===== config.mk =====
export PLATFORM = sky130hd
export DESIGN_NAME = beat_issuer
export DESIGN_NICKNAME = d
export VERILOG_FILES = /design/src/hdl/dcache_pkg.sv /design/src/hdl/beat_issuer.sv
export SDC_FILE = /design/constraint.sdc
export NUM_CORES = 1
export LEC_CHECK = 0
export ABC_AREA = 1
export BUFFER_PORTS_ARGS = -buffer_cell sky130_fd_sc_hd__buf_2
export CAP_MARGIN = 5
export CORE_AREA = 2 2 311 313
export CTS_BUF_LIST = sky130_fd_sc_hd__clkbuf_4
export DETAILED_ROUTE_END_ITERATION = 6
export DIE_AREA = 0 0 313 315
export PLACE_DENSITY = 0.3
export SYNTH_ARGS = -nofsm -noshare
export SYNTH_HDL_FRONTEND = slang
export SYNTH_SLANG_ARGS = --single-unit

===== constraint.sdc =====
create_clock -name clk_i -period 2 [get_ports clk_i]
set_clock_uncertainty 0.15 [all_clocks]
set_input_delay 0.3 -clock clk_i [delete_from_list [all_inputs] [get_ports clk_i]]
set_output_delay 0.3 -clock clk_i [all_outputs]
set_load 0.02 [all_outputs]

===== src/hdl/dcache_pkg.sv =====
// ====================================================================
// Shared widths, cache kinds and FSM state encodings for the data
// cache miss controller
// ====================================================================
`default_nettype none

package dcache_pkg;

	// ====================================================================
	// Widths
	// ====================================================================

	// Byte address of a request
	localparam int ADR_W = 32;

	// One cache line and one bus beat
	localparam int LINE_W = 512;
	localparam int BEAT_W = 128;
	localparam int BEATS = LINE_W / BEAT_W;
	localparam int LINE_BYTES = LINE_W / 8;
	localparam int BEAT_BYTES = BEAT_W / 8;

	// Beat index, also used as the bus tag
	localparam int BEAT_IDX_W = $clog2(BEATS);

	// ====================================================================
	// Encodings
	// ====================================================================

	typedef enum logic [1:0] {
		NON_CACHEABLE = 2'd0,
		WRITE_THROUGH = 2'd1,
		WRITE_BACK    = 2'd2
	} cache_kind_e;

	// Request sequencing, one CPU request in flight
	typedef enum logic [1:0] {
		IDLE      = 2'd0,
		ISSUE     = 2'd1,
		WAIT_LINE = 2'd2,
		FINISH    = 2'd3
	} seq_state_e;

	// Bus beat issue with retry backoff
	typedef enum logic [1:0] {
		PICK      = 2'd0,
		BUS_CYCLE = 2'd1,
		GAP       = 2'd2,
		BACKOFF   = 2'd3
	} iss_state_e;

endpackage

`default_nettype wire


===== src/hdl/beat_issuer.sv =====
// ====================================================================
// Beat issuer: pending beat slots, one bus cycle at a time,
// LFSR-randomized backoff after a retry
// ====================================================================
`timescale 1ns/1ps
`default_nettype none

module beat_issuer #(
	parameter int BACKOFF = 6,
	localparam int CNT_W = $clog2(BACKOFF + 1)
) (
	input  logic                                clk_i,
	input  logic                                rst_i,
	// Beat plan from the sequencer
	input  logic                                start_i,
	input  logic [dcache_pkg::BEATS-1:0]        beat_mask_i,
	input  logic [dcache_pkg::ADR_W-1:0]        beat_adr_i,
	input  logic                                beat_we_i,
	input  logic [dcache_pkg::LINE_BYTES-1:0]   beat_sel_i,
	input  logic [dcache_pkg::LINE_W-1:0]       beat_dat_i,
	// Bus response
	input  logic                                bus_ack_i,
	input  logic                                bus_rty_i,
	input  logic [dcache_pkg::BEAT_IDX_W-1:0]   bus_tid_i,
	// Bus request
	output logic                                bus_cyc_o,
	output logic                                bus_we_o,
	output logic [dcache_pkg::ADR_W-1:0]        bus_adr_o,
	output logic [dcache_pkg::BEAT_BYTES-1:0]   bus_sel_o,
	output logic [dcache_pkg::BEAT_W-1:0]       bus_dat_o,
	output logic [dcache_pkg::BEAT_IDX_W-1:0]   bus_tid_o
);

	localparam int IW = dcache_pkg::BEAT_IDX_W;
	localparam int SUB_W = $clog2(dcache_pkg::BEAT_BYTES);

	dcache_pkg::iss_state_e state;

	logic [dcache_pkg::BEATS-1:0] pending;
	logic [dcache_pkg::BEATS-1:0] outstanding;
	logic [dcache_pkg::BEATS-1:0] ready;
	logic [IW-1:0] cur_idx;
	logic [IW-1:0] pick_idx;
	logic [CNT_W-1:0] wait_cnt;
	logic [16:0] lfsr;

	// Lowest pending beat that is not already on the bus
	assign ready = pending & ~outstanding;

	always_comb begin
		pick_idx = '0;
		for (int b = dcache_pkg::BEATS - 1; b >= 0; b--) begin
			if (ready[b]) begin
				pick_idx = IW'(b);
			end
		end
	end

	// The beat is addressed as line base plus index times the strip size
	assign bus_we_o = beat_we_i;
	assign bus_tid_o = cur_idx;
	assign bus_adr_o = {beat_adr_i[dcache_pkg::ADR_W-1:IW+SUB_W], cur_idx, {SUB_W{1'b0}}};
	assign bus_sel_o = beat_we_i ?
		beat_sel_i[cur_idx*dcache_pkg::BEAT_BYTES +: dcache_pkg::BEAT_BYTES] : '1;
	assign bus_dat_o = beat_dat_i[cur_idx*dcache_pkg::BEAT_W +: dcache_pkg::BEAT_W];

	// ====================================================================
	// Issue FSM
	// ====================================================================

	always_ff @(posedge clk_i or posedge rst_i) begin
		if (rst_i) begin
			state <= dcache_pkg::PICK;
			pending <= '0;
			outstanding <= '0;
			cur_idx <= '0;
			bus_cyc_o <= 1'b0;
			wait_cnt <= '0;
		end else begin
			if (start_i) begin
				pending <= beat_mask_i;
				outstanding <= '0;
			end
			case (state)
				dcache_pkg::PICK: begin
					if (|ready) begin
						cur_idx <= pick_idx;
						outstanding[pick_idx] <= 1'b1;
						bus_cyc_o <= 1'b1;
						state <= dcache_pkg::BUS_CYCLE;
					end
				end
				dcache_pkg::BUS_CYCLE: begin
					if (bus_ack_i) begin
						pending[bus_tid_i] <= 1'b0;
						outstanding[bus_tid_i] <= 1'b0;
						bus_cyc_o <= 1'b0;
						state <= dcache_pkg::GAP;
					end else if (bus_rty_i) begin
						// The beat stays pending and is picked again later
						outstanding[cur_idx] <= 1'b0;
						bus_cyc_o <= 1'b0;
						wait_cnt <= '0;
						state <= dcache_pkg::BACKOFF;
					end
				end
				dcache_pkg::GAP: begin
					state <= dcache_pkg::PICK;
				end
				dcache_pkg::BACKOFF: begin
					if (wait_cnt == CNT_W'(BACKOFF)) begin
						if (lfsr[2:0] == 3'b111) begin
							state <= dcache_pkg::PICK;
						end
					end else begin
						wait_cnt <= wait_cnt + 1'b1;
					end
				end
				default: state <= dcache_pkg::PICK;
			endcase
		end
	end

	// Free-running x^17 + x^14 + 1 sequence
	always_ff @(posedge clk_i or posedge rst_i) begin
		if (rst_i) begin
			lfsr <= 17'h1;
		end else begin
			lfsr <= {lfsr[15:0], lfsr[16] ^ lfsr[13]};
		end
	end

endmodule

`default_nettype wire


==> out/qor.yml <==
status:
  outcome: "finished, violations left"
  violations: "setup timing"
cells_and_area:
  postLayoutCellArea_sq_um: 15000
  drive_above_1_share_pct: 72.6
  syn_to_final_growth_pct: 203
  nNetsFinal: 2264
  multi_input_area_sq_um: 5090
  finalNonFillerCells: 2925
  final_util_pct: 15.7
  fillers: 11000
  seqCellArea_sq_um: 828
yosys:
  syn_area_sq_um: 4940
  synth_edf_count: 0
  yosys_warnings: 0
  yosysTopAreaCell: "nand2_1"
  syn_area_per_cell_sq_um: 5.90
  ys_ff_latch: 33
  synth_top_area_share_pct: 26.0
  synth.distinct_cells: 24
  yosysSeqAreaShare_pct: 16.7
  syn_inst: 837
  ys.flop_type: "dfrtp_1"
  synth.area.top_cells: "nand2_1 (26%), a22oi_1 (22%), dfrtp_1 (16%)"
  ys_async_sr_fraction_pct: 100
worst_setup_path:
  path_max_fanout: 11
  arrival_ps: 2030
  critPathLaunchType: "flop"
  cp.required_ps: 1550
  worst-path-buf-inv: 7
  r2r_end: "outstanding[0]"
  r2r_cells: 10
  path_class: "flop to primary output"
  cp_cell_sequence: "buf_12, inv_6, nor2_4, buf_6, buf_12, buf_12, buf_16, a22oi_2, nand3_2, buf_6"
  path_common_cell: "buf_12"
  r2r-start: "bus_tid_o[0]"
  critPathCaptureType: "primary output"
  max_stage_delay_ps: 420
  reg2reg_slack_ps: 70
  cp_top_family: "buffers and inverters"
  cpMaxStageDelayCell: "dfrtp_1"
global_route:
  antenna_found_initial: 31
  grt_pass1_vias: 9906
  grt_max_degree: 34
  grt.total_usage_pct: 12.4
  grt_first_pass_wirelength_mm: 83.9
  grt-ovfl-total: 0
worst_hold_path:
  hold_class: "input port to flop"
  whs_path_depth: 3
  min_to: "pending[3]"
  holdCritStartpoint: "beat_mask_i[3]"
power:
  power.total_mw: 21.9
  powerDensity_nw_per_um2: 1460
  leakage_nw: 7.17
  ir_drop_mv: 0.570
place:
  gp_congestion: 0.790
  io_buffer_count: 737
  dpl_cell_area_sq_um: 10600
  hpwl_mm: 49.9
  dp.cells: 2834
clock_tree:
  insertion_delay_ps: 330
  cts-root-buf: "clkbuf_4"
  clkSinkCount: 33
  cts_buffer_depth: 2
  htreeDepth: 2
  numCtsBuffers: 5
  clk_pin_slew_ps: 120
  cts_tree: "built"
route:
  dr.pass1.iters: 4
  drt_iter0_drc: 379
  via_per_inst: 3.34
  ant_nets: 0
  post_drt_wl_per_cell_um: 22.4
  drc: 0
  via_count: 9756
  wl_mm: 65.4
floorplan:
  dieHeight_um: 315
  initial_utilization_pct: 5.16
  coreArea_sq_um: 95700
  die_area_sq_um: 98600
  fp.dieW_um: 313
  ios: 800
  num_rows: 114
job:
  max-cap-violations: 0
sta:
  grt_setup_unrepaired: "true"
  fin_setup_tns_ps: -53420
  finalCritPeriodShare_pct: 124
  finalSetupViolCount: 144
  period_minus_slack_ps: 2480
  setup_ws_ps: -484
  hold_viol: 0
  timing.final.max_slew_violations: 0
  timing.fmax_mhz: 403
## power breakdown
part           leakage (nW)  internal (mW)  switching, mW  total, mW
sequential            0.439          0.777         0.0939      0.871
combinational          6.69           9.72           10.8       20.5
clock                0.0389          0.259          0.237      0.496
## worst reg2reg max path, cell delays in order, from the launching register on
cell,delay (ps)
dfrtp_1,420
buf_12,150
buf_12,120
nor2_8,100
buf_12,150
buf_12,140
buf_16,160
buf_4,160
nand3_1,80
a21oi_2,140
nor2_1,50
## worst max-delay path by stage
stage	startpoint	end	slack, ps	cells after the start
5_1_grt	bus_tid_o[0]	bus_dat_o[92]	-560	10
2_1_floorplan	bus_tid_o[0]	bus_dat_o[100]	140	6
3_5_place_dp	bus_tid_o[0]	bus_dat_o[96]	-270	9
4_1_cts	bus_tid_o[0]	bus_dat_o[15]	-530	9
3_3_place_gp	bus_tid_o[0]	bus_dat_o[96]	-200	9
6_report	bus_tid_o[0]	bus_dat_o[34]	-480	10
## cells by family after synthesis
family                     Yosys count  synth area share (%)
DFF                                 33                  16.7
adders and majority gates            2                 0.506
other                                1                0.0759
xor gates and xnor gates             1                 0.177
and+or+nand+nor                    505                  43.3
AOI/OAI and AO/OA                  173                  24.9
buffers and inverters              122                  14.3
## routing by layer
| metal | vias up | GRT usage [%] | part of all wire, % |
|---|---|---|---|
| met3 | 105 | 3.76 | 8.6 |
| met5 | - | 0 | 0.25 |
| met1 | 4542 | 14.2 | 38 |
| met4 | 26 | 3.26 | 3.2 |
| met2 | 571 | 22.2 | 50 |
| li1 | 4512 | - | - |
## cell type report
type                            instances  share of cell area [%]
Inverter                               25                   0.768
Clock buffer                            5                   0.250
Timing Repair inverter                  1                  0.0584
Clock inverter                          3                   0.275
Tap cell                             1276                    10.7
Sequential cell                        33                    5.53
Timing Repair Buffer                  891                    48.4
Multi-Input combinational cell        685                    33.9
Antenna cell                            6                   0.100
## per-stage QoR
step                      setup WS, ps  hold slack, ps
final                             -484            63.2
after global routing              -562            36.2
after CTS                         -525            48.3
after detailed placement          -268             185
after global placement            -199             182
after floorplan                    137             181
## flip-flops by register name (all words and copies together) (netlist names)
register and flops:
bus_cyc_o 1, bus_tid_o 2, lfsr 17, outstanding 4, pending 4, state 2, wait_cnt 3
## placed cells by master, fill, tap and decap left out, types with 3 or more instances in the layout
cell type  synthesis  routed
clkbuf_4           0       5
inv_1             22      22
a21oi_1           18      11
buf_16             0      31
o21ai_0            7       7
a22oi_2            0     124
nand2_1          342     272
nand3_4            0      28
buf_4             43      39
diode_2            0       6
a22oi_1          143      19
dfrtp_1           32      31
nand4_1           11      11
buf_6              7     149
conb_1             1       4
a21oi_2            0       7
nand3_1          141      56
bufbuf_16          0       3
nand3_2            0      57
buf_2             26     595
nand2_4            0      36
buf_8              0      23
buf_12             0      49
nand2_2            0      32
nor2_1             8       8
## repair_timing
item / CTS / global route
hold endpoints to repair: 32 / 0
resized for setup: 570 / 170
buffers inserted: 34 / 15
pin swaps: 87 / 56
cloned: 34 / 1
endpoints found under the setup margin: 144 / 145
hold buffers: 1 / 0
## Yosys cell counts, types with 3 or more instances
| master | count |
|---|---|
| dfrtp_1 | 32 |
| o21ai_0 | 7 |
| nor2_1 | 8 |
| buf_2 | 26 |
| inv_1 | 22 |
| nand4_1 | 11 |
| inv_2 | 3 |
| nand2_1 | 342 |
| buf_1 | 9 |
| a21oi_1 | 18 |
| a22oi_1 | 143 |
| nand3_1 | 141 |
| buf_6 | 7 |
| buf_4 | 43 |
| clkbuf_1 | 12 |
Note: power is estimated with default switching activity, not from simulation.
